[src/logic/hydra_pkg.sv]
package hydra_pkg;

    // ============================================================
    // switch dimensions.
    // ============================================================
    localparam int num_ports  = 4;
    localparam int port_w     = 2;
    localparam int num_priors = 4;    // 3 is served first.
    localparam int prior_w    = 2;
    localparam int num_slots  = 16;
    localparam int slot_w     = 4;
    localparam int slot_words = 16;   // header included.
    localparam int idx_w      = 4;    // word index inside a slot.
    localparam int word_w     = 16;

    // ============================================================
    // first word of a packet, seen as data or as header fields.
    // ============================================================
    typedef union packed {
        logic [word_w-1:0] data;
        struct packed {
            logic [idx_w-1:0]   length;   // packet words minus one.
            logic [7:0]         rsvd;
            logic [prior_w-1:0] prior;
            logic [port_w-1:0]  dest;
        } hdr;
    } hdr_word_t;

endpackage

[src/logic/join_arbiter.sv]
`timescale 1ns/1ps

module join_arbiter (
    input  logic [hydra_pkg::num_ports-1:0]                         join_req,
    input  logic [hydra_pkg::num_ports-1:0][hydra_pkg::port_w-1:0]  join_dest,
    input  logic [hydra_pkg::num_ports-1:0][hydra_pkg::prior_w-1:0] join_prior,
    input  logic [hydra_pkg::num_ports-1:0][hydra_pkg::slot_w-1:0]  join_slot,
    output logic [hydra_pkg::num_ports-1:0]                         join_grant,
    output logic [hydra_pkg::num_ports-1:0]                         enq,
    output logic [hydra_pkg::num_ports-1:0][hydra_pkg::prior_w-1:0] enq_prior,
    output logic [hydra_pkg::num_ports-1:0][hydra_pkg::slot_w-1:0]  enq_slot
);

    // per output, the first requesting input in index order wins.
    always_comb begin
        join_grant = '0;
        enq        = '0;
        enq_prior  = '0;
        enq_slot   = '0;
        for (int o = 0; o < hydra_pkg::num_ports; o++) begin
            for (int i = 0; i < hydra_pkg::num_ports; i++) begin
                if (!enq[o] && join_req[i] && join_dest[i] == hydra_pkg::port_w'(o)) begin
                    enq[o]        = 1'b1;
                    enq_prior[o]  = join_prior[i];
                    enq_slot[o]   = join_slot[i];
                    join_grant[i] = 1'b1;
                end
            end
        end
    end

endmodule

[config.mk]
export PLATFORM = sky130hd
export DESIGN_NAME = join_arbiter
export DESIGN_NICKNAME = d
export VERILOG_FILES = /design/src/logic/hydra_pkg.sv /design/src/logic/join_arbiter.sv
export SDC_FILE = /design/constraint.sdc
export NUM_CORES = 1
export LEC_CHECK = 0
export BUFFER_PORTS_ARGS = -buffer_cell sky130_fd_sc_hd__clkbuf_2
export CORE_ASPECT_RATIO = 2
export CORE_MARGIN = 2
export CORE_UTILIZATION = 25
export DETAILED_ROUTE_END_ITERATION = 10
export PLACE_DENSITY_LB_ADDON = 0.25
export SYNTH_ARGS = -nofsm -noshare
export SYNTH_HDL_FRONTEND = slang
export SYNTH_SLANG_ARGS = --single-unit
export TNS_END_PERCENT = 5
[constraint.sdc]
create_clock -name vclk -period 1.3
set_input_delay 0.065 -clock vclk [all_inputs]
set_output_delay 0.065 -clock vclk [all_outputs]
set_load 0.05 [all_outputs]
==> impl_metrics.env <==
export IMPL_yosys_top_cells_area="a21o_1 17%, nand3_1 16%, a31oi_1 15%, nand2_1 9.8%, nor2_1 9.0%"
export IMPL_path_cells="buf_6 -> buf_6 -> nor3b_2 -> buf_4 -> nor4_2 -> buf_4 -> or4_4 -> buf_12"
export IMPL_rsz0062_at_grt="yes"
export IMPL_maxCapViolations=0
export IMPL_hpwl_mm=3.96
export IMPL_p_sw_frac=0.578
export IMPL_max_slew_worst_pin_slew_ns=0.268
export IMPL_path_delay_family="buffers and inverters"
export IMPL_io_pins=68
export IMPL_violations="setup timing"
export IMPL_drive_above_1_share=0.460
export IMPL_path_depth=8
export IMPL_post_synth_top_area_cell="a21o_1"
export IMPL_final_cell_mix="38 x clkbuf_2, 33 x nand3_1, 32 x buf_4, 27 x nand2_1, 25 x a31oi_1"
export IMPL_n_clock_buffer=0
export IMPL_area_growth_pct=88.3
export IMPL_combinationalPowerShare=1.000
export IMPL_power_switching_uw=636
export IMPL_outcome="finished, violations left"
export IMPL_required_ns=1.24
export IMPL_port_buffers=68
export IMPL_synth_top_area_share=0.173
export IMPL_total_leakage_power_nw=1.02
export IMPL_ir_worst_vdd_mv=0.292
export IMPL_core_sq_um=4050
export IMPL_setup_violations_final=13
export IMPL_power_density_nw_per_um2=562
export IMPL_fmax_ghz=0.670
export IMPL_worstSetupPathType="in2out"
export IMPL_path_buf_inv=5
export IMPL_dr_pass1_iters=4
export IMPL_fin_crit_sh=1.15
export IMPL_antenna_found_initial=0
export IMPL_dieWidth_microns=49.6
export IMPL_ys_warn_count=0
export IMPL_ys_types=25
export IMPL_initial_core_util=0.257
export IMPL_grt_ovfl_total=0
export IMPL_arrival_ns=1.43
export IMPL_layout_min_cycle_time_ns=1.49
export IMPL_dieHeight_microns=95.2
export IMPL_avgViaCountPerCell=5.30
export IMPL_syn_area_sq_um=1040
export IMPL_track_usage=0.200
export IMPL_vias=1681
export IMPL_grt_max_degree=15
export IMPL_fillers=459
export IMPL_p_clk_frac=0
export IMPL_seq_cell_count=0
export IMPL_seqPwrFrac=0
export IMPL_layout_commonest_cell="clkbuf_2"
export IMPL_finalWirelength_mm=4.89
export IMPL_nets=303
export IMPL_synth_nets=217
export IMPL_holdWs_ns=0.510
export IMPL_critPathSlowestCell="or4_4"
export IMPL_postSynthCellCount=181
export IMPL_drv_slew=0
export IMPL_multiInputGateArea_sq_um=982
export IMPL_max_stage_delay_ns=0.46
export IMPL_dieArea_sq_um=4720
export IMPL_grt_pass1_wl_mm=7.46
export IMPL_wire_per_inst_microns=15.4
export IMPL_dr_first_iter_drc_count=76
export IMPL_worst_setup_path_start_kind="input pin"
export IMPL_whs_path_depth=2
export IMPL_ff_latch_area_sq_um=0
export IMPL_ant_nets=0
export IMPL_final_hold_viol_count=0
export IMPL_slew_headroom=0.821
export IMPL_grt_pass1_vias=1569
export IMPL_pre_cts_slack_ns=-0.304
export IMPL_cts_hold_buffers=0
export IMPL_min_path_type="in2out"
export IMPL_yosysSeqAreaShare=0
export IMPL_critPathMaxFanout=7
export IMPL_setup_slack_ns=-0.192
export IMPL_n_antenna_cell=0
export IMPL_num_rows=33
export IMPL_place_congestion=0.891
export IMPL_crit_path_end_kind="output port"
export IMPL_drc=0
export IMPL_synth_area_per_cell_sq_um=5.74
export IMPL_p_int_uw=464
synthesized netlist by cell type (all sizes together):
| library cell | instances |
|---|---|
| o211ai | 1 |
| buf | 8 |
| xnor2 | 2 |
| and3 | 2 |
| nand4 | 1 |
| nor3b | 3 |
| a21o | 24 |
| and3b | 6 |
| or3b | 3 |
| nand3 | 33 |
| inv | 1 |
| clkbuf | 9 |
| a31oi | 25 |
| nand3b | 5 |
| nor4 | 1 |
| or4 | 1 |
| o21bai | 1 |
| nor2 | 26 |
| nor3 | 2 |
| nand2 | 27 |
routing by layer:
metal	GRT usage	vias up	part of all wire
met1	0.197	749	0.31
met4	0.0880	0	0.040
met5	0	-	0
met3	0.0110	17	0.066
met2	0.410	83	0.58
li1	-	832	-
cell families (layout without fill, tap and decap cells):
logic type	after synthesis	count (layout)	synth area share
compound gates	51	51	0.339
xor+xnor	2	2	0.0169
buf+inv	18	102	0.0976
simple gates	110	110	0.547
power groups by stage:
| stage | registers [mW] | clock network (mW) | logic (mW) |
|---|---|---|---|
| 5_1_grt | 0 | 0 | 1.16 |
| 6_report | 0 | 0 | 1.10 |
| 4_1_cts | 0 | 0 | 1.07 |
| 3_3_place_gp | 0 | 0 | 1.00 |
| 2_1_floorplan | 0 | 0 | 0.594 |
| 3_5_place_dp | 0 | 0 | 1.00 |
path summary, 6_finish.rpt:
path | slack, ns | start | to
worst min-delay path | 0.51 | join_req[0] | join_grant[0]
worst max-delay path | -0.19 | join_dest[0] | join_grant[3]
cell type report:
cell class,count,share of cell area
repair buffers,101,0.463
well taps,52,0.0333
multi-input cells,163,0.502
inverters,1,0.00192
per-stage QoR:
| step | setup TNS [ns] | instances | power (mW) | instance area [sq um] | utilization |
|---|---|---|---|---|---|
| 3_3_place_gp | -2.79 | 316 | 1.00 | 1790 | 0.442 |
| 6_report | -1.70 | 317 | 1.10 | 1960 | 0.483 |
| 4_1_cts | -1.12 | 317 | 1.07 | 1910 | 0.472 |
| 5_1_grt | -2.38 | 317 | 1.16 | 1960 | 0.483 |
| 2_1_floorplan | -2.31 | 181 | 0.594 | 1080 | - |
| 3_5_place_dp | -2.99 | 316 | 1.00 | 1790 | 0.442 |
timing repair:
action                     in CTS  in global routing
setup endpoints to repair      23                 26
setup buffers                   1                  1
pin swaps                       7                 13
gates resized for setup        29                 24
cloned                          0                  0
No activity file was read; power rests on OpenSTA's default activity.
