### src/logic/hydra_pkg.sv
package hydra_pkg;

    // ============================================================
    // switch dimensions.
    // ============================================================
    localparam int num_ports  = 4;
    localparam int port_w     = 2;
    localparam int num_priors = 4;    // 3 is served first.
    localparam int prior_w    = 2;
    localparam int num_slots  = 16;
    localparam int slot_w     = 4;
    localparam int slot_words = 16;   // header included.
    localparam int idx_w      = 4;    // word index inside a slot.
    localparam int word_w     = 16;

    // ============================================================
    // first word of a packet, seen as data or as header fields.
    // ============================================================
    typedef union packed {
        logic [word_w-1:0] data;
        struct packed {
            logic [idx_w-1:0]   length;   // packet words minus one.
            logic [7:0]         rsvd;
            logic [prior_w-1:0] prior;
            logic [port_w-1:0]  dest;
        } hdr;
    } hdr_word_t;

endpackage

### src/logic/slot_allocator.sv
`timescale 1ns/1ps

module slot_allocator (
    input  logic                                                clk,
    input  logic                                                rst_n,
    input  logic [hydra_pkg::num_ports-1:0]                     rsv_req,
    output logic [hydra_pkg::num_ports-1:0]                     rsv_vld,
    output logic [hydra_pkg::slot_w-1:0]                        rsv_slot,
    input  logic [hydra_pkg::num_ports-1:0]                     free,
    input  logic [hydra_pkg::num_ports-1:0][hydra_pkg::slot_w-1:0] free_slot,
    output logic                                                full
);

    logic [hydra_pkg::num_slots-1:0] free_mask;
    logic [hydra_pkg::num_slots-1:0] taken;
    logic [hydra_pkg::num_slots-1:0] freed;
    logic                            any_free;

    // lowest free slot.
    always_comb begin
        any_free = 1'b0;
        rsv_slot = '0;
        for (int s = hydra_pkg::num_slots - 1; s >= 0; s--) begin
            if (free_mask[s]) begin
                any_free = 1'b1;
                rsv_slot = hydra_pkg::slot_w'(s);
            end
        end
    end

    // lowest requesting port gets it.
    assign rsv_vld = any_free ? (rsv_req & (~rsv_req + 1'b1)) : '0;
    assign taken   = (|rsv_vld) ? (hydra_pkg::num_slots'(1) << rsv_slot) : '0;

    always_comb begin
        freed = '0;
        for (int p = 0; p < hydra_pkg::num_ports; p++) begin
            if (free[p]) freed[free_slot[p]] = 1'b1;
        end
    end

    always_ff @(posedge clk) begin
        if (!rst_n) begin
            free_mask <= '1;
            full      <= 1'b0;
        end else begin
            free_mask <= (free_mask & ~taken) | freed;
            full      <= free_mask == '0;   // follows the mask by one cycle.
        end
    end

    // an output only returns a slot that the pool handed out.
    for (genvar p = 0; p < hydra_pkg::num_ports; p++) begin : g_chk
        assert property (@(posedge clk) disable iff (!rst_n)
            free[p] |-> !free_mask[free_slot[p]]);
    end

endmodule

### config.mk
export PLATFORM = sky130hd
export DESIGN_NAME = slot_allocator
export DESIGN_NICKNAME = d
export VERILOG_FILES = /design/src/logic/hydra_pkg.sv /design/src/logic/slot_allocator.sv
export SDC_FILE = /design/constraint.sdc
export NUM_CORES = 1
export LEC_CHECK = 0
export ABC_AREA = 1
export BUFFER_PORTS_ARGS = -buffer_cell sky130_fd_sc_hd__buf_2
export CORE_UTILIZATION = 40
export DETAILED_ROUTE_END_ITERATION = 10
export PLACE_DENSITY = 0.7
export REMOVE_ABC_BUFFERS = 1
export SLEW_MARGIN = 20
export SYNTH_ARGS = -nofsm -noshare
export SYNTH_HDL_FRONTEND = slang
export SYNTH_SLANG_ARGS = --single-unit
export TNS_END_PERCENT = 30
### constraint.sdc
create_clock -name clk -period 1.3 [get_ports clk]
set_input_delay 0.195 -clock clk [delete_from_list [all_inputs] [get_ports clk]]
set_output_delay 0.195 -clock clk [all_outputs]
set_load 0.05 [all_outputs]
==> results.md <==
* Maximum buffer depth of the clock tree at 2
* Gpl congestion at approximately 0.96
* H-tree levels at 1
* Clock Latency Late Sink at 0.25 ns
* Post-synthesis cell type count at 32
* Register bit total from synthesis at 17
* MaxCap Viol Count at 0
* Relative slew slack at 0.587
* Min-delay src: rst_n
* Post-Route Utilization at 0.656
* RSZ-0062 raised after global routing: true
* Reg clk slew, reported paths at roughly 0.060 ns
* CTS tree: yes
* Worst endpoint required time at 1.11 ns
* Failing checks: setup timing
* Final hold vios at 0
* Finished Layout Cells at around 400
* Leak at 1.19 nW
* Worst hold margin at about 0.32 ns
* Critical path fanouts, max at 2
* Iteration-0 DRC Markers at between 100 and 150
* RR Endpoint: free_mask[2]
* Met3 usage at 0.0326
* Nets@finish at ~370
* Final worst-path cycle share at 1.43
* Initial Util at 0.437
* Cell row count at 21
* Crit start category: flip-flop
* DRC violations left at 0
* Total gr overflow at 0
* Reg-to-Reg Start: free_mask[14]
* Vias in the first global route at between 1500 and 2000
* Minimum clock period at ~1.9 ns
* Port-buffer cells at 34
* Root Buffer: clkbuf_8
* Max VDD drop at roughly 0.0003 V
* CP Capture Type: output pin
* Die area at a little over 0.004 mm2
* DIE HEIGHT at 63.5 um
* Setup WS post-layout at -0.562 ns
* Most frequent cells in the layout: 57 x buf_4, 47 x inv_1, 46 x nand2_1
* Crit path kind: reg2out
* First-pass GRT wire length at 8.56 mm
* Total CTS buffers at 3
* Ant. Diodes at 0
* Layout area overhead at 50.1%
* Ports at 35
* Largest net degree at the start of global routing at 12
* Power Total at approximately 0.0014 W
* Placed Cells at 381
* All-Layer GR Usage at 0.270
* HP Class: in2reg
* Core Area at between 0.003 and 0.004 mm2
* Gr busiest metal: met2
* Post-place setup slack at -0.354 ns
* Synth Instances at 251
* Initial antenna violation count at 0
* Reg2reg setup slack at -0.51 ns
* WHS Endpoint: free_mask[12]
* Outcome: finished, violations left
* Setup violators final at 24
* DP HPWL at between 4 and 5 mm
* DRT Wirelength at between 4 and 5 mm
* GR Util met2 at 0.479
* Critical Path Start: free_mask[14]
* Wirelength per Cell at approximately 13 um
* Max Clock Skew at 0.00256 ns
* Pwr per Cell Area at about 620 mW/mm2
* Width of the die at 63.5 um
* Slew @ Worst Pin at between 0.6 and 0.7 ns
* GRT met1 Usage at 0.326
* Layout cell share with drive strength beyond 1 at 0.358
* Commonest non-fill, non-tap cell in the layout: buf_4
* Syn_area_per_cell at between 6 and 7 um2
* Slew Limit Fails at 0
* Clock Sinks at 17
* Seq/Total Area, Yosys at 0.225
* Pre-antenna DRT Iters at 5
* CTS Hold Bufs at 0
* Hold Crit Depth at 4
* Reg2reg path depth at 19
* Post-DRT Antenna Nets at 0
* Crit path DAT at between 1.5 and 2 ns
* Via density at between 5 and 6
* Fmax at roughly 0.54 GHz
* Vias at ~2000
* YS warnings at 0
* Netlist Area Pre-Place at between 0.0015 and 0.002 mm2
[kinds of logic (layout without fill, tap and decap cells)]
group / Yosys count / count (layout) / share of synthesized area
buffers and inverters: 59 / 152 / 0.146
and+or+nand+nor: 126 / 126 / 0.398
AOI/OAI and AO/OA: 49 / 49 / 0.231
DFF: 17 / 17 / 0.225
[worst max-delay path: stages, from the launching register on]
cell and delay [ns]:
dfxtp_2 0.32, inv_2 0.04, nand2_1 0.04, nand2_1 0.06, nand2_1 0.05, nand2_1 0.06
nand2_1 0.04, nand2_1 0.05, nand2_1 0.05, nand2_1 0.05, nand2_1 0.05, nand2_1 0.06
nand2_1 0.07, nand2_2 0.08, nand2_2 0.08, nand2_4 0.08, nand2_4 0.05, inv_2 0.05
buf_8 0.13
[layer usage]
layer	part of all wire	wire, um
met5	0	0
met4	0.018	87
met3	0.057	279
met2	0.49	2430
met1	0.43	2130
[through the flow]
step                      cell area (um2)  setup TNS (ns)
final                                2270          -10.23
after CTS                            2290           -9.54
after global placement               2120           -6.28
after detailed placement             2120           -6.57
after floorplan                      1510           -9.94
after global routing                 2270          -14.04
[report_power, final]
group	internal, W	leakage, nW	switching (W)
Clock	0.000217	0.0228	0.000173
Combinational	0.000213	1.03	0.000277
Sequential	0.000532	0.137	0.00000565
[worst max path at each step]
stage               slack [ns]  cells after the start            end
finish                   -0.56                     18    rsv_slot[0]
global route             -0.69                     18    rsv_slot[0]
CTS                      -0.51                     18    rsv_slot[0]
detailed placement       -0.35                     17    rsv_slot[0]
global placement         -0.33                     18  free_mask[10]
floorplan                -1.10                      8     rsv_vld[2]
[layout make-up]
class	instances	area, um2
Timing Repair Buffer	90	628
Clock buffer	4	45.0
Sequential cell	17	344
Tap cell	46	57.6
Multi-Input combinational cell	175	980
Inverter	58	220
Fill cell	302	1190
[state kept, by name, summed over array words and instances (netlist names)]
name and count:
full 1, free_mask 16
[cell usage after synthesis]
cell type	instances	share of area
a211oi_1	1	0.0050
nor2_2	1	0.0041
nand3_1	11	0.036
clkbuf_1	1	0.0025
a21oi_4	1	0.011
a21oi_1	9	0.030
nand2_1	47	0.12
o2bb2ai_1	2	0.012
o211ai_1	1	0.0050
nor3_1	16	0.053
a22oi_1	3	0.015
nand4_1	13	0.054
nor2_1	25	0.062
inv_1	48	0.12
a221oi_1	6	0.035
a21oi_2	1	0.0058
nor3b_1	1	0.0050
inv_2	9	0.022
nor4_4	1	0.014
a2111oi_0	4	0.023
o21bai_1	4	0.020
nor4_1	1	0.0041
clkinv_1	1	0.0025
o221ai_1	1	0.0058
nand2_2	7	0.029
nor3_2	2	0.013
o21ai_1	4	0.013
a31oi_4	1	0.014
nand2_4	1	0.0074
dfxtp_1	17	0.22
o21ai_0	9	0.030
a31oi_1	2	0.0083
[what timing repair did]
action,CTS,global route
resized for setup,24,1
endpoints found under the setup margin,24,25
pin swaps,5,12
buffers inserted,7,0
(Power assumes the default switching activity.)
