## config.mk

```make
export PLATFORM = sky130hd
export DESIGN_NAME = port_wr_frontend
export DESIGN_NICKNAME = d
export VERILOG_FILES = /design/src/logic/hydra_pkg.sv /design/src/logic/port_wr_frontend.sv
export SDC_FILE = /design/constraint.sdc
export NUM_CORES = 1
export LEC_CHECK = 0
export BUFFER_PORTS_ARGS = -buffer_cell sky130_fd_sc_hd__buf_2
export CORE_MARGIN = 2
export CORE_UTILIZATION = 34
export CTS_CLUSTER_SIZE = 12
export DETAILED_ROUTE_END_ITERATION = 16
export PLACE_DENSITY = 0.79
export SLEW_MARGIN = 20
export SYNTH_ARGS = -nofsm -noshare
export SYNTH_HDL_FRONTEND = slang
export SYNTH_SLANG_ARGS = --single-unit
```

## constraint.sdc

```tcl
create_clock -name clk -period 1.15 [get_ports clk]
set_input_delay 0.0575 -clock clk [delete_from_list [all_inputs] [get_ports clk]]
set_output_delay 0.0575 -clock clk [all_outputs]
set_load 0.005 [all_outputs]
```

## src/logic/hydra_pkg.sv

```systemverilog
package hydra_pkg;

    // ============================================================
    // switch dimensions.
    // ============================================================
    localparam int num_ports  = 4;
    localparam int port_w     = 2;
    localparam int num_priors = 4;    // 3 is served first.
    localparam int prior_w    = 2;
    localparam int num_slots  = 16;
    localparam int slot_w     = 4;
    localparam int slot_words = 16;   // header included.
    localparam int idx_w      = 4;    // word index inside a slot.
    localparam int word_w     = 16;

    // ============================================================
    // first word of a packet, seen as data or as header fields.
    // ============================================================
    typedef union packed {
        logic [word_w-1:0] data;
        struct packed {
            logic [idx_w-1:0]   length;   // packet words minus one.
            logic [7:0]         rsvd;
            logic [prior_w-1:0] prior;
            logic [port_w-1:0]  dest;
        } hdr;
    } hdr_word_t;

endpackage

```

## src/logic/port_wr_frontend.sv

```systemverilog
`timescale 1ns/1ps

module port_wr_frontend (
    input  logic                          clk,
    input  logic                          rst_n,
    input  logic                          wr_sop,
    input  logic                          wr_eop,
    input  logic                          wr_vld,
    input  logic [hydra_pkg::word_w-1:0]  wr_data,
    output logic                          pause,
    output logic                          rsv_req,
    input  logic                          rsv_vld,
    input  logic [hydra_pkg::slot_w-1:0]  rsv_slot,
    output logic                          buf_we,
    output logic [hydra_pkg::slot_w-1:0]  buf_slot,
    output logic [hydra_pkg::idx_w-1:0]   buf_idx,
    output logic [hydra_pkg::word_w-1:0]  buf_data,
    output logic                          join_req,
    output logic [hydra_pkg::port_w-1:0]  join_dest,
    output logic [hydra_pkg::prior_w-1:0] join_prior,
    output logic [hydra_pkg::slot_w-1:0]  join_slot,
    input  logic                          join_grant
);

    hydra_pkg::hdr_word_t hdr_in;
    logic                        have_slot;   // a slot is reserved for the next packet.
    logic [hydra_pkg::slot_w-1:0] slot_q;
    logic [hydra_pkg::idx_w-1:0]  idx_q;
    logic [hydra_pkg::idx_w-1:0]  len_q;
    logic [hydra_pkg::idx_w-1:0]  len_cur;

    assign hdr_in  = wr_data;
    assign len_cur = wr_sop ? hdr_in.hdr.length : len_q;

    // hold the source off until a slot is ready and the last packet has joined.
    assign pause   = ~have_slot | join_req;
    assign rsv_req = ~have_slot;

    // words go straight into the reserved slot.
    assign buf_we   = wr_vld;
    assign buf_slot = slot_q;
    assign buf_idx  = wr_sop ? '0 : idx_q;
    assign buf_data = wr_data;

    always_ff @(posedge clk) begin
        if (!rst_n) begin
            have_slot <= 1'b0;
            join_req  <= 1'b0;
        end else begin
            if (rsv_vld) begin
                have_slot <= 1'b1;
            end else if (wr_vld && wr_eop) begin
                have_slot <= 1'b0;                 // slot now belongs to the join request.
            end
            if (wr_vld && wr_eop) begin
                join_req <= 1'b1;
            end else if (join_grant) begin
                join_req <= 1'b0;
            end
        end
    end

    always_ff @(posedge clk) begin
        if (rsv_vld) slot_q <= rsv_slot;
        if (wr_vld) idx_q <= buf_idx + 1'b1;
        if (wr_vld && wr_sop) begin
            len_q      <= hdr_in.hdr.length;
            join_dest  <= hdr_in.hdr.dest;
            join_prior <= hdr_in.hdr.prior;
        end
        if (wr_vld && wr_eop) join_slot <= slot_q;
    end

    // the source keeps quiet while paused.
    assert property (@(posedge clk) disable iff (!rst_n) wr_vld |-> !pause);

    // eop lands exactly on the word the header announced.
    assert property (@(posedge clk) disable iff (!rst_n)
        wr_vld && wr_eop |-> buf_idx == len_cur);

endmodule

```

==> run_results.csv <==
group,metric,value,unit
outcome,status,"finished clean",
global_routing,grt_overflow,0,
worst_setup_path,path_buf_inv,2,
drt,drt-total-wl,1.44,mm
power,p_leak,0.469,nW
synthesis,synth_nets,83,
synthesis,yosysSeqAreaShare,65.7,%
drt,antenna_left,0,
timing,setup-tns-final,0,ns
clock_tree,htreeDepth,1,
drt,drc_errors,0,
worst_setup_path,crit_fanout,4,
power,power_density,1200,nW/um^2
clock_tree,clock-sinks,18,
timing,setup_viol,0,
die,die-area,2730,um^2
placement,finalWeightedCongestion,0.633,
clock_tree,clockRootBuffer,"clkbuf_4",
clock_tree,cts_max_path_buffers,2,
clock_tree,tritoncts,"done",
synthesis,dominantRegCellSynth,"edfxtp_1",
timing,hold_viol,0,
global_routing,gr-usage-met3,2.29,%
synthesis,synth_area_leaders,"edfxtp_1 61%, buf_4 16%, dfxtp_1 5.1%, nor2b_1 3.2%, mux2_4 1.9%",
die,core,2210,um^2
placement,placed_area,905,um^2
global_routing,grt_use_met2,20.0,%
layout,final_area,1050,um^2
placement,place_ws,0.0870,ns
global_routing,grt_pass1_wl,2.21,mm
die,start_util,35.8,%
timing,slew_violations,0,
timing,fin_hold_ws,0.0535,ns
synthesis,yosys_warnings,0,
worst_setup_path,critical_path_required,1.09,ns
synthesis,async_flop_share,0,%
timing,tightest_slew,0.212,ns
worst_setup_path,crit_type,"reg -> out",
worst_setup_path,end_kind,"output pin",
worst_setup_path,arrival,1.09,ns
worst_setup_path,cp_slowest_cell,"edfxtp_1",
die,fp.dieH,52.3,um
drt,wl_per_cell,11.8,um
die,placementRows,17,
drt,drt-initial-drc-count,10,
die,dieWidth,52.3,um
global_routing,antenna_found_initial,0,
synthesis,syn_inst,56,
synthesis,netlist_area,792,um^2
worst_setup_path,crit_family,"flip-flops",
synthesis,synth.distinct_cells,16,
synthesis,synth_common_cells,"17 x buf_4, 16 x edfxtp_1, 4 x nor2b_1",
placement,place_inst,107,
drt,routed-via-count,520,
global_routing,grt_use_met1,12.1,%
timing,fmax,0.875,GHz
worst_hold_path,hp-class,"in -> reg",
timing,setup_ws,0.00674,ns
layout,fin_nets,122,
die,io-pin-count,63,
global_routing,grt_max_degree,11,
run,maxCapViolations,0,
timing,relSlewSlack,85.9,%
clock_tree,path_clk_slew,0.10,ns
synthesis,synth-seq-cells,18,
global_routing,grt_pass1_vias,544,
global_routing,gr-usage-all-layers,11.3,%
layout,drive_above_1_share,53.2,%
worst_setup_path,cp-start-kind,"register",
synthesis,synth_top_area_cell,"edfxtp_1",
worst_setup_path,cp_cell_sequence,"buf_6 > nor2b_1 > buf_2",
layout,diodes,0,
worst_setup_path,slowest_delay,0.43,ns
synthesis,postSynthAreaPerCell,14.1,um^2
drt,vias_per_cell,4.26,
clock_tree,numCtsBuffers,3,
layout,final_cells,122,
timing,clock_skew,0.000571,ns
synthesis,synth.most_common_cell,"buf_4",
placement,io_buffers,38,
timing,rsz0062_at_grt,"yes",
clock_tree,clk_latency,0.28,ns
layout,syn_to_final_growth,33.2,%
timing,post-route-period-util,99.4,%
power,ir_worst_vdd,0.000763,V
global_routing,busiest_layer,"met2",
drt,first_pass_iters,3,
synthesis,synth_top_cell_area_share,60.7,%
synthesis,synth-edff-count,16,
timing,period_needed,1.14,ns
## cells by family after synthesis
group / share of synthesized area (%)
AOI/OAI and AO/OA: 4.74
xor gates and xnor gates: 1.11
buffers and inverters: 17.1
DFF: 65.7
muxes: 1.90
and+or+nand+nor: 9.48
## power by group
part           total [mW]  switching [mW]  internal (mW)
Combinational       0.180          0.0712          0.109
Sequential          0.776          0.0176          0.758
Clock               0.308           0.182          0.126
## layout make-up
| cell class | instances | area (um^2) |
|---|---|---|
| inverters | 2 | 7.51 |
| well taps | 28 | 35.0 |
| repair buffers | 51 | 314 |
| multi-input cells | 19 | 151 |
| flip-flops and latches | 18 | 520 |
| clock inverters | 1 | 3.75 |
| fillers | 220 | 1160 |
| clock buffers | 3 | 22.5 |
## layer usage
metal  vias up  part of all wire (%)
li1        248                     -
met1       241                    38
met5         -                     0
met3         2                   9.1
met2        29                    52
met4         0                  0.28
## through the flow
stage               total power, mW  utilization (%)
floorplan                     0.884                -
global placement              0.927             40.9
detailed placement            0.933             40.9
CTS                            1.27             47.0
global route                   1.33             47.7
finish                         1.26             47.7
## layout by cell type, fill, tap and decap left out, drive strengths merged
master	synthesis	routed
buf	17	42
edfxtp	16	16
dlygate4sd3	0	9
nor2b	4	4
clkbuf	0	3
and2	2	2
inv	2	2
nor2	2	2
o21a	2	2
dfxtp	2	2
nand2b	2	2
nand3	1	1
mux2	1	1
xnor2	1	1
a21bo	1	1
nand3b	1	1
a21oi	1	1
a21boi	1	1
clkinv	0	1
## timing repair
action,CTS,global route
hold endpoints to repair,10,0
hold buffers,9,0
setup buffers,2,0
endpoints found under the setup margin,2,4
resized for setup,1,2
## path summary, 6_finish.rpt
kind	from	endpoint	slack (ns)	depth (start not counted)
setup / recovery	idx_q[1]$_DFFE_PP_	buf_idx[1]	0.007	3
hold / removal	rsv_vld	buf_slot[1]$_DFFE_PP_	0.05	1
setup reg to reg	idx_q[0]$_DFFE_PP_	idx_q[3]$_DFFE_PP_	0.02	3
hold reg to reg	buf_slot[3]$_DFFE_PP_	join_slot[3]$_DFFE_PP_	0.45	0
## state kept, by name, summed over array words and instances, names as in the netlist
signal      count
buf_slot        4
join_slot       4
join_req        1
have_slot       1
join_prior      2
join_dest       2
idx_q           4
Power figures use the tool's default switching activity.
