==> src/logic/hydra_pkg.sv <==
package hydra_pkg;

    // ============================================================
    // switch dimensions.
    // ============================================================
    localparam int num_ports  = 4;
    localparam int port_w     = 2;
    localparam int num_priors = 4;    // 3 is served first.
    localparam int prior_w    = 2;
    localparam int num_slots  = 16;
    localparam int slot_w     = 4;
    localparam int slot_words = 16;   // header included.
    localparam int idx_w      = 4;    // word index inside a slot.
    localparam int word_w     = 16;

    // ============================================================
    // first word of a packet, seen as data or as header fields.
    // ============================================================
    typedef union packed {
        logic [word_w-1:0] data;
        struct packed {
            logic [idx_w-1:0]   length;   // packet words minus one.
            logic [7:0]         rsvd;
            logic [prior_w-1:0] prior;
            logic [port_w-1:0]  dest;
        } hdr;
    } hdr_word_t;

endpackage

==> src/logic/output_queue.sv <==
`timescale 1ns/1ps

module output_queue (
    input  logic                          clk,
    input  logic                          rst_n,
    input  logic                          enq,
    input  logic [hydra_pkg::prior_w-1:0] enq_prior,
    input  logic [hydra_pkg::slot_w-1:0]  enq_slot,
    input  logic                          pop,
    output logic                          nonempty,
    output logic [hydra_pkg::slot_w-1:0]  head_slot
);

    logic [hydra_pkg::slot_w-1:0] fifo [hydra_pkg::num_priors][hydra_pkg::num_slots];

    // extra bit tells a full ring from an empty one.
    logic [hydra_pkg::num_priors-1:0][hydra_pkg::slot_w:0] wr_ptr;
    logic [hydra_pkg::num_priors-1:0][hydra_pkg::slot_w:0] rd_ptr;
    logic [hydra_pkg::num_priors-1:0]                      has_pkt;
    logic [hydra_pkg::prior_w-1:0]                         sel;

    always_comb begin
        for (int q = 0; q < hydra_pkg::num_priors; q++) begin
            has_pkt[q] = wr_ptr[q] != rd_ptr[q];
        end
    end

    // strict priority: the highest busy queue is the last one seen.
    always_comb begin
        sel = '0;
        for (int q = 0; q < hydra_pkg::num_priors; q++) begin
            if (has_pkt[q]) sel = hydra_pkg::prior_w'(q);
        end
    end

    assign nonempty  = |has_pkt;
    assign head_slot = fifo[sel][rd_ptr[sel][hydra_pkg::slot_w-1:0]];

    always_ff @(posedge clk) begin
        if (enq) fifo[enq_prior][wr_ptr[enq_prior][hydra_pkg::slot_w-1:0]] <= enq_slot;
    end

    // ============================================================
    // pointers.
    // ============================================================
    always_ff @(posedge clk) begin
        if (!rst_n) begin
            wr_ptr <= '0;
            rd_ptr <= '0;
        end else begin
            if (enq) wr_ptr[enq_prior] <= wr_ptr[enq_prior] + 1'b1;
            if (pop) rd_ptr[sel] <= rd_ptr[sel] + 1'b1;   // head leaves on the pop edge.
        end
    end

    // the read side only pops what it was told is there.
    assert property (@(posedge clk) disable iff (!rst_n) pop |-> nonempty);

endmodule

==> config.mk <==
export PLATFORM = sky130hd
export DESIGN_NAME = output_queue
export DESIGN_NICKNAME = d
export VERILOG_FILES = /design/src/logic/hydra_pkg.sv /design/src/logic/output_queue.sv
export SDC_FILE = /design/constraint.sdc
export NUM_CORES = 1
export LEC_CHECK = 0
export ABC_AREA = 1
export BUFFER_PORTS_ARGS = -buffer_cell sky130_fd_sc_hd__buf_4
export CORE_ASPECT_RATIO = 1.4
export CORE_MARGIN = 2
export CORE_UTILIZATION = 45
export CTS_CLUSTER_SIZE = 24
export DETAILED_ROUTE_END_ITERATION = 10
export HOLD_SLACK_MARGIN = 0.06
export PLACE_DENSITY = 0.61
export SYNTH_ARGS = -nofsm -noshare
export SYNTH_HDL_FRONTEND = slang
export SYNTH_SLANG_ARGS = --single-unit
==> constraint.sdc <==
create_clock -name clk -period 2.7 [get_ports clk]
set_input_delay 0.27 -clock clk [delete_from_list [all_inputs] [get_ports clk]]
set_output_delay 0.27 -clock clk [all_outputs]
set_load 0.02 [all_outputs]
==> reports/qor.txt <==
status - finished, violations left
violated checks - negative setup slack
slowest CP cell - dfxtp_2
pin count of the biggest net entering global routing - 65
Clock Latency Late Sink - 560 ps
hold path startpoint - pop
count of unique library cells instantiated by Yosys - 36
r2r setup slk - 60 ps
CTS Sinks - 296
Initial DRC Count - 872
Clock Skews - 10.8 ps
clock buffer depth - 3
setup_tns - -1200 ps
worst path cell trace - inv_2, nand2_1, nand2_2, nand3_2, inv_2, nand2_4, nor2_4, buf_4, nand2_2, nor2_2, nor2_2, nand2_4, inv_4, buf_12, nand3_1, nand3_1, nand3_1, nand2_2, buf_6
Max Freq - 0.333 GHz
sequential share of the synthesized area - 64.0%
Max-Cap Viols - 0
Largest stage delay, worst path - 330 ps
drt total wl - 37,100 µm
Post-synth EDFFs - 256
Synth area leaders - edfxtp_1 (58%), nand2_1 (9.3%), nand3_1 (7.0%), dfxtp_1 (6.0%), nor2_1 (5.2%)
Die X - 149 µm
placer congestion estimate - 0.902
antenna violations before repair - 0
vias in the first global route - 9,803
post-synth top area cell - edfxtp_1
routed vias - 10,000
Worst Hold Depth - 4
share of layout cells above drive strength 1 - 23.0%
Worst-Margin Slew - 807 ps
Final ANT Viol Nets - 0
H-tree depth - 1
Crit. End Element - primary output
Detailed Place HPWL - 24,000 µm
Fin. Hold Viols - 0
Worst Hold Path EP - rd_ptr[5]
crit path kind - flop to primary output
Clock transition at path regs - 60 ps
Post-Synthesis Cells - 1,375
DP Worst Slack - 6.70 ps
post-synth top area share - 58.0%
grt met1 use - 28.5%
wire length per cell after detailed routing - 19.7 µm
mapped cell area - 13,300 µm²
first-pass GRT wire length - 55,200 µm
io pins - 15
Final nets - 1,500
# setup viols final - 4
met3 usage - 2.69%
Top Usage Layer GRT - met2
Reg2Reg Capture Point - rd_ptr[19]
worst vdd ir - 0.758 mV
Slew Viols, Final - 0
Avg Synthesized Cell Area - 9.64 µm²
top cells by count, synth - nand2_1 (328), edfxtp_1 (256), nand3_1 (185)
Synth Register Bits - 296
worst-path maximum fanout - 8
Inserted Clock Buffers - 28
Post-Syn Nets - 1,390
vias per inst - 5.31
root buffer cell - clkbuf_16
Critical Path AT - 2740 ps
Hold Path Class - input pin to flop
Layout Area Growth over Synthesis - 23.2%
Die Height - 207 µm
Worst Path Required - 2430 ps
worst setup margin - -306 ps
Max-slew headroom - 46.2%
worst reg2reg path depth - 23
Remaining DRCs - 0
first-pass iteration count of the detailed router - 5
delay-heaviest family, CP - simple AND/OR/NAND/NOR gates
leakage - 6.73 nW
total track usage - 23.5%
met2 usage - 42.1%
IO Port Bufs - 14
Setup crit start kind - flop
ys flop type - edfxtp_1
post-layout min period - 3010 ps
CTS tree - built
Syn. warnings - 0
ANT cells - 0
Die ar. - 30,900 µm²
Cell Rows - 74
share of the clock period used by the worst path - 111%
most numerous cell in the Yosys netlist - nand2_1
Core Area - 29,100 µm²
total grt overflow - 0
CP Buf/Inv Count - 6
RSZ-0062 raised after global routing - true
worst r2r src - rd_ptr[18]
Pwr Density - 1200 nW/µm²
ys async rst share - 0%
Initial Util - 45.6%
## per-layer routing
| layer | wire [µm] | part of all wire, % |
|---|---|---|
| met1 | 14200 | 38 |
| met2 | 19100 | 52 |
| met3 | 2040 | 5.5 |
| met4 | 1740 | 4.7 |
| met5 | 0 | 0 |
## metrics by stage
step | instance area [µm²] | power (mW) | hold slack (ps) | util (%) | cells
after floorplan | 13300 | 10.0 | 369 | - | 1375
after global placement | 14300 | 13.0 | 485 | 49.0 | 1789
after detailed placement | 14300 | 13.0 | 487 | 49.0 | 1789
after CTS | 15500 | 17.7 | 184 | 53.4 | 1859
after global routing | 16300 | 20.6 | 230 | 56.2 | 1887
final | 16300 | 19.6 | 212 | 56.2 | 1887
## what timing repair did
action                                  4_1_cts  5_1_grt
buffers inserted                             16       22
hold buffers                                  2        0
gates resized for setup                      69      133
pin swaps                                    29       66
endpoints found under the hold margin        13        0
gates cloned                                  0        6
endpoints found under the setup margin        4        5
## power by group
| group | switching [mW] | total [mW] | internal (mW) |
|---|---|---|---|
| registers | 0.107 | 5.20 | 5.09 |
| logic | 6.30 | 10.5 | 4.24 |
| clock network | 1.68 | 3.91 | 2.23 |
| total | 8.08 | 19.6 | 11.6 |
## final cells by class
type / instances / area (µm²)
fillers: 2540 / 12700
flip-flops and latches: 296 / 8510
multi-input cells: 846 / 4360
repair buffers: 134 / 1410
clock buffers: 33 / 741
inverters: 179 / 683
well taps: 380 / 475
clock inverters: 19 / 158
## how the worst max path moves through the flow
stage                from           end  slack (ps)  cells past startpoint
6_report       rd_ptr[18]  head_slot[2]        -310                     19
5_1_grt        rd_ptr[18]  head_slot[2]        -450                     19
4_1_cts        rd_ptr[19]  head_slot[0]        -370                     16
3_5_place_dp   rd_ptr[13]  head_slot[2]           7                     16
3_3_place_gp    rd_ptr[5]  head_slot[1]           9                     16
2_1_floorplan  wr_ptr[13]    rd_ptr[19]         450                     20
## cells by family after synthesis
| kind of cell | after synthesis | synth area share [%] |
|---|---|---|
| AND/OR/NAND/NOR | 720 | 23.1 |
| flip-flops | 296 | 64.0 |
| buffers and inverters | 234 | 7.18 |
| AO/OA/AOI/OAI | 103 | 4.06 |
| XOR/XNOR | 17 | 1.18 |
| adder cells (fa/ha/maj) | 5 | 0.472 |
## state kept, by name (all words and copies together), names as in the netlist
signal,flops
rd_ptr,20
fifo,256
wr_ptr,20
## cell usage in the layout, fill, tap and decap left out, types with 2 or more instances in the layout
cell type,netlist,final
nand2_2,5,36
a21oi_2,1,6
edfxtp_1,256,256
xnor2_2,0,4
nand3_2,1,43
inv_2,9,14
dfxtp_2,0,19
xnor2_1,7,3
dlygate4sd3_1,0,2
inv_1,166,159
nand2_4,3,3
ha_1,5,5
nand3_4,1,8
dfxtp_1,40,21
buf_4,4,87
clkinv_1,3,12
buf_6,3,18
buf_8,0,6
nor2_2,7,27
bufinv_16,0,3
nor2_4,4,8
o21ai_0,26,25
clkbuf_16,0,34
nor3_1,2,2
o21a_1,2,2
o22ai_1,3,3
xor2_1,9,9
nor2_1,182,158
nand2_1,328,296
clkinv_2,0,6
o21ai_1,10,11
nand3_1,185,136
inv_4,1,2
buf_12,0,16
a21oi_1,58,53
clkbuf_1,19,4
nand2_8,0,2
## tightest hold or removal path: stages
cell,delay [ps]
buf_4,90
inv_1,80
nor2_4,190
a21oi_1,90
(Power assumes the default switching activity.)
