$ cat config.mk
export PLATFORM = sky130hd
export DESIGN_NAME = port_rd_frontend
export DESIGN_NICKNAME = d
export VERILOG_FILES = /design/src/logic/hydra_pkg.sv /design/src/logic/port_rd_frontend.sv
export SDC_FILE = /design/constraint.sdc
export NUM_CORES = 1
export LEC_CHECK = 0
export ABC_AREA = 1
export BUFFER_PORTS_ARGS = -buffer_cell sky130_fd_sc_hd__buf_2
export CAP_MARGIN = 20
export CORE_UTILIZATION = 50
export CTS_BUF_LIST = sky130_fd_sc_hd__clkbuf_4 sky130_fd_sc_hd__clkbuf_8
export DETAILED_ROUTE_END_ITERATION = 8
export PLACE_DENSITY = 0.83
export SLEW_MARGIN = 20
export SYNTH_ARGS = -nofsm -noshare
export SYNTH_HDL_FRONTEND = slang
export SYNTH_SLANG_ARGS = --single-unit
$ cat constraint.sdc
create_clock -name clk -period 2.75 [get_ports clk]
set_input_delay 0.275 -clock clk [delete_from_list [all_inputs] [get_ports clk]]
set_output_delay 0.275 -clock clk [all_outputs]
set_load 0.005 [all_outputs]
$ cat src/logic/hydra_pkg.sv
package hydra_pkg;

    // ============================================================
    // switch dimensions.
    // ============================================================
    localparam int num_ports  = 4;
    localparam int port_w     = 2;
    localparam int num_priors = 4;    // 3 is served first.
    localparam int prior_w    = 2;
    localparam int num_slots  = 16;
    localparam int slot_w     = 4;
    localparam int slot_words = 16;   // header included.
    localparam int idx_w      = 4;    // word index inside a slot.
    localparam int word_w     = 16;

    // ============================================================
    // first word of a packet, seen as data or as header fields.
    // ============================================================
    typedef union packed {
        logic [word_w-1:0] data;
        struct packed {
            logic [idx_w-1:0]   length;   // packet words minus one.
            logic [7:0]         rsvd;
            logic [prior_w-1:0] prior;
            logic [port_w-1:0]  dest;
        } hdr;
    } hdr_word_t;

endpackage

$ cat src/logic/port_rd_frontend.sv
`timescale 1ns/1ps

module port_rd_frontend (
    input  logic                          clk,
    input  logic                          rst_n,
    input  logic                          ready,
    input  logic                          nonempty,
    input  logic [hydra_pkg::slot_w-1:0]  head_slot,
    output logic                          pop,
    output logic [hydra_pkg::slot_w-1:0]  rd_slot,
    output logic [hydra_pkg::idx_w-1:0]   rd_idx,
    input  logic [hydra_pkg::word_w-1:0]  rd_word,
    output logic                          rd_sop,
    output logic                          rd_eop,
    output logic                          rd_vld,
    output logic [hydra_pkg::word_w-1:0]  rd_data,
    output logic                          free,
    output logic [hydra_pkg::slot_w-1:0]  free_slot
);

    hydra_pkg::hdr_word_t         word_in;
    logic                         busy;
    logic                         last;
    logic [hydra_pkg::slot_w-1:0] slot_q;
    logic [hydra_pkg::idx_w-1:0]  idx_q;
    logic [hydra_pkg::idx_w-1:0]  len_q;
    logic [hydra_pkg::idx_w-1:0]  len_cur;

    assign word_in = rd_word;
    assign len_cur = (idx_q == '0) ? word_in.hdr.length : len_q;   // word 0 is the header.
    assign last    = busy && idx_q == len_cur;

    // ready only matters between packets.
    assign pop     = ~busy & ready & nonempty;
    assign rd_slot = slot_q;
    assign rd_idx  = idx_q;

    always_ff @(posedge clk) begin
        if (!rst_n) begin
            busy   <= 1'b0;
            rd_vld <= 1'b0;
            rd_sop <= 1'b0;
            rd_eop <= 1'b0;
            free   <= 1'b0;
        end else begin
            rd_vld <= busy;
            rd_sop <= busy && idx_q == '0;
            rd_eop <= last;
            free   <= last;   // the slot is fully read once eop is out.
            if (pop) begin
                busy <= 1'b1;
            end else if (last) begin
                busy <= 1'b0;
            end
        end
    end

    always_ff @(posedge clk) begin
        if (pop) begin
            slot_q <= head_slot;
            idx_q  <= '0;
        end else if (busy) begin
            idx_q <= idx_q + 1'b1;
        end
        if (busy && idx_q == '0) len_q <= word_in.hdr.length;
        if (busy) rd_data <= rd_word;
        if (last) free_slot <= slot_q;
    end

endmodule

==> out/metrics.yaml, run 1 <==
power:
  pwr_density_cell_nw_per_um2: 671.1
  p_switching_uw: 297.2
  power_frac_seq_pct: 56.6
  leakage_uw: 0.0007998
  p_comb_share_pct: 17.4
  pwr-share-clk_pct: 26.0
  p_int_uw: 854.8
  ir_drop_uv: 481.8
  swShare_pct: 25.80
synth:
  synthesis.nets: 129
  synthMuxAreaShare_pct: 0
  seq_area_frac_synth_pct: 75.12
  synth.area.top_cells: "edfxtp_1 (63%), dfxtp_1 (12%), nand2_1 (5.4%)"
  yosysMostFrequentCell: "edfxtp_1"
  yosys.area_share.xor_xnor_pct: 1.315
  synth_simple_gate_area_share_pct: 15.59
  syn_inst: 103
  synthAdderAreaFrac_pct: 1.878
  ys_async_sr_fraction_pct: 0
  dominantRegCellSynth: "edfxtp_1"
  ys_types: 18
  syn_area_sq_um: 1333
  synthTopCellsByCount: "edfxtp_1 (28), nand2_1 (19), inv_1 (12)"
  syn_area_per_cell_sq_um: 12.94
  synth_top_area_cell: "edfxtp_1"
  ys_seq_elements: 36
  ys_warn_count: 0
  synth_compound_area_share_pct: 1.878
  synth_edf_count: 28
  synth_top_area_share_pct: 63.10
  synth_top_family_by_area: "simple AND/OR/NAND/NOR gates"
timing:
  rsz0062_at_grt: "false"
  finClkSkew_ns: 0.008922
  hold_viol: 0
  slew_headroom_pct: 63.00
  worst_pin_slew_ns: 0.5529
  setup-tns-final_ns: 0
  setup_viol: 0
  slew_viol_final: 0
  period_needed_ns: 1.992
  layout_setup_ws_ns: 0.7578
  post-route-period-util_pct: 72.44
  fmax_ghz: 0.5020
routing:
  avgViaCountPerCell: 4.751
  first_pass_iters: 4
  num_vias: 936
  wire_per_inst_microns: 11.58
  drt-total-wl_microns: 2282
  drcViolationCount: 0
  drt_iter0_drc: 17
  drtAntennaViolNets: 0
layout:
  drive_gt1_share_pct: 43.11
  areaGrowthSynthToFinish_pct: 28.83
  nets: 192
  fin_cells: 197
  n_antenna_cell: 0
die:
  core_sq_um: 2500
  dieArea_sq_um: 2876
  start_util_pct: 53.30
  fp.dieW_microns: 53.63
  std_cell_rows: 18
  die_h_microns: 53.63
  io_pins: 57
clocking:
  cts_buffers: 5
  cts_sinks: 36
  cts_setup_buffers: 0
  clk_pin_slew_ns: 0.10
  ctsRootBufferMaster: "clkbuf_4"
  cts_tree: "built"
  clock_latency_ns: 0.33
  postCtsHoldBufs: 0
  clockBufferDepth: 2
  cts_max_level: 2
  cts_resized: 0
setup_path:
  cp.arrival_ns: 1.72
  reg2reg_depth: 9
  critPathLaunchType: "flip-flop"
  required_ns: 2.48
  worstPathMaxFanout: 13
  critPathCaptureType: "output pin"
  crit_type: "reg2out"
flow_run:
  maxCapViolCount: 0
place:
  dp.final_hpwl_microns: 1705
  place_congestion: 0.8708
  numPortBuffers: 56
  pre_cts_ws_ns: 0.9440
  dp.cells: 189
worst_hold_path:
  hp-class: "in2reg"
  min_path_cells: 1
global_routing:
  antenna_found_initial: 0
  grt_use_total_pct: 18.30
  first_global_vias: 866
  grt_pass1_wl_microns: 3567
  grt_max_degree: 14
  grt_remaining_overflow: 0
outcome:
  status: "complete, no violations"
[state kept, by name (all words and copies together) (netlist names)]
signal / cells
rd_data: 16
free_slot: 4
len_q: 4
rd_idx: 4
rd_slot: 4
busy: 1
free: 1
rd_sop: 1
rd_vld: 1
[cell usage in the layout (no fill, tap or decap)]
master | synthesis | routed
clkbuf_8 | 0 | 1
inv_2 | 1 | 1
nand2_4 | 1 | 1
nor2_2 | 2 | 2
dfxtp_1 | 8 | 8
clkbuf_4 | 0 | 7
ha_1 | 2 | 2
nand4_1 | 1 | 1
nand2_1 | 19 | 19
a21oi_1 | 4 | 4
nor2_1 | 9 | 9
nand3_1 | 9 | 9
nand2_2 | 1 | 1
buf_4 | 1 | 1
inv_1 | 12 | 12
o21ai_1 | 1 | 1
xor2_1 | 2 | 2
edfxtp_1 | 28 | 28
buf_2 | 0 | 56
nand3_2 | 1 | 1
nor2_4 | 1 | 1
[metal layers]
metal	up-vias	wire length (microns)	track usage, %
met3	7	224	6.497
met5	-	0	0
met1	412	958	21.25
met2	46	1051	28.75
li1	471	-	-
met4	0	46	11.40
[worst max-delay path, stage by stage (launching register included)]
cell     delay [ns]
dfxtp_1        0.45
buf_4          0.26
nor2_1         0.46
buf_2          0.22
[final cells by class]
class	count	area, sq um
tap	30	37.54
multi-input combinational	53	275.3
clock buffer	8	66.31
inverter	13	48.80
fill	184	783.3
timing repair buffer	57	287.8
sequential	36	1001
[through the flow]
step / hold WS, ns / power, uW / instance area [sq um] / utilization (%)
detailed placement: 0.4288 / 864.9 / 1650 / 66.02
global route: 0.08913 / 1221 / 1717 / 68.67
floorplan: 0.3739 / 791.4 / 1333 / -
global placement: 0.4293 / 856.5 / 1650 / 66.02
CTS: 0.09361 / 1167 / 1717 / 68.67
finish: 0.1132 / 1152 / 1717 / 68.67
[power groups by stage]
stage | clock network [uW] | logic (uW) | registers, uW
2_1_floorplan | 0 | 122 | 669
3_3_place_gp | 0 | 194 | 663
3_5_place_dp | 0 | 200 | 665
4_1_cts | 313 | 201 | 652
5_1_grt | 334 | 229 | 659
6_report | 299 | 201 | 652
[logic make-up after synthesis]
logic type | Yosys count
AOI/OAI and AO/OA | 5
xor gates and xnor gates | 2
adders and majority gates | 2
and+or+nand+nor | 44
DFF | 36
buffers and inverters | 14
[path summary, 6_finish.rpt]
check                                  start            to  slack [ns]
worst max-delay path                    busy           pop        0.76
worst min-delay path            head_slot[1]    rd_slot[1]        0.11
worst max register to register     rd_idx[0]  free_slot[2]        0.91
worst min register to register    rd_slot[1]  free_slot[1]        0.45
Power figures use the tool's default switching activity.
==> run 2, diff against run 1 <==
Settings changed: CORE_UTILIZATION 50 to 48, PLACE_DENSITY 0.83 to 0.8.
Clock period 2.75 ns to 1.9 ns, I/O delays scaled along.
==> out/metrics.yaml, run 2 (synthesis results as in run 1) <==
die:
  io_pins: 57  # unchanged
  die_h_microns: 54.69  # +2.0%
  dieArea_sq_um: 2991  # +4.0%
  std_cell_rows: 18  # unchanged
  fp.dieW_microns: 54.69  # +2.0%
  start_util_pct: 52.36  # -0.94 points
  core_sq_um: 2545  # +1.8%
timing:
  setup_viol: 0  # unchanged
  period_needed_ns: 1.760
  finClkSkew_ns: 0.01138  # +0.002453 ns
  slew_headroom_pct: 64.15  # +1.1 points
  post-route-period-util_pct: 92.62
  setup-tns-final_ns: 0  # unchanged
  fmax_ghz: 0.5682
  timing.hold.ws_ns: 0.02070  # -0.09248 ns
  worst_pin_slew_ns: 0.5358  # -0.01709 ns
  rsz0062_at_grt: "false"
  hold_viol: 0  # unchanged
  slew_viol_final: 0  # unchanged
routing:
  drcViolationCount: 0  # unchanged
  avgViaCountPerCell: 4.784  # +0.69%
  drt-total-wl_microns: 2417  # +5.9%
  first_pass_iters: 4  # unchanged
  wire_per_inst_microns: 12.15  # +4.9%
  drt_iter0_drc: 24  # +7
  drtAntennaViolNets: 0  # unchanged
  num_vias: 952  # +1.7%
global_routing:
  grt_pass1_wl_microns: 3346  # -6.2%
  grt_remaining_overflow: 0  # unchanged
  met3_usage_pct: 6.389  # -0.11 points
  grt_use_total_pct: 17.41  # -0.88 points
  first_global_vias: 806  # -6.9%
  grt_max_degree: 17  # +3
  gr-max-usage-layer: "met2"
  antenna_found_initial: 0  # unchanged
  use_met2_pct: 29.92  # +1.2 points
  gr-usage-met1_pct: 17.33  # -3.9 points
clocking:
  clk_pin_slew_ns: 0.10  # about the same
  cts_max_level: 2  # unchanged
  cts_buffers: 5  # unchanged
  clock_latency_ns: 0.34  # about the same
  cts_sinks: 36  # unchanged
  clockBufferDepth: 2  # unchanged
  ctsRootBufferMaster: "clkbuf_4"
  cts_tree: "built"
power:
  total_power_uw: 1771  # +54%
  ir_drop_uv: 916.0  # +90%
  pwr_density_cell_nw_per_um2: 1010  # +50%
  leakage_uw: 0.0008136  # +1.7%
layout:
  n_antenna_cell: 0  # unchanged
  final_common_cell: "buf_2"
  areaGrowthSynthToFinish_pct: 31.64
  drive_gt1_share_pct: 43.79  # +0.67 points
  nets: 194  # +1.0%
  largest_reg_flops: 16  # unchanged
  regMostFlops: "rd_data"
  final_cell_mix: "buf_2 (56), edfxtp_1 (28), nand2_1 (19)"
setup_path:
  cp.arrival_ns: 1.81  # +0.09 ns
  critPathCaptureType: "flip-flop"
  critPathLaunchType: "flip-flop"
  worstPathMaxFanout: 7  # -6
  required_ns: 1.95  # -0.53 ns
  crit_type: "reg2reg"
worst_hold_path:
  hp-class: "in2reg"
place:
  place_congestion: 0.8971  # +3.0%
  numPortBuffers: 56  # unchanged
  dp.final_hpwl_microns: 1784  # +4.6%
flow_run:
  maxCapViolCount: 0  # unchanged
outcome:
  status: "complete, no violations"
run 2: where the power goes:
group	internal, uW	total [uW]	switching [uW]
Combinational	125	304	179
Clock	290	524	234
Sequential	908	943	34.7
Total	1320	1770	448
run 2: metal layers:
metal  wire length [microns]  vias up
li1                        -      475
met1                     958      421
met2                    1176       48
met3                     220        8
met4                      61        0
met5                       0        -
run 2: final timing paths:
kind / from / end / slack (ns) / depth (start not counted)
setup / recovery: rd_idx[1] / free_slot[2] / 0.14 / 10
hold / removal: rd_word[10] / rd_data[10] / 0.02 / 1
setup reg to reg: rd_idx[1] / free_slot[2] / 0.14 / 10
hold reg to reg: rd_slot[3] / free_slot[3] / 0.44 / 0
run 2: layout make-up:
| type | count | area [sq um] |
|---|---|---|
| inverters | 13 | 48.80 |
| clock buffers | 6 | 45.04 |
| well taps | 30 | 37.54 |
| repair buffers | 59 | 307.8 |
| multi-input cells | 53 | 277.8 |
| flip-flops and latches | 36 | 1002 |
| fillers | 192 | 790.8 |
| clock inverters | 2 | 35.03 |
run 2: worst max-delay path, cell delays in order (launching register included):
cell and delay (ns):
dfxtp_1 0.36, inv_1 0.14, ha_2 0.29, nand2_1 0.08, nand2_1 0.06, nand2_1 0.05, nor2_1 0.10, nand2_1 0.07
nor2_2 0.09, nand2_1 0.08, inv_1 0.14
run 2: what timing repair did:
action,CTS,global route
gates resized for setup,0,2
hold endpoints to repair,0,2
buffers inserted,0,0
setup endpoints to repair,0,4
hold buffers,0,2
run 2: metrics by stage:
step	setup slack (ns)	area, sq um	std cells	utilization, %
after CTS	0.06713	1730	197	67.99
after global placement	0.1764	1650	189	64.85
after floorplan	0.1686	1333	103	-
after global routing	0.03099	1754	199	68.93
after detailed placement	0.08190	1650	189	64.85
final	0.1402	1754	199	68.93
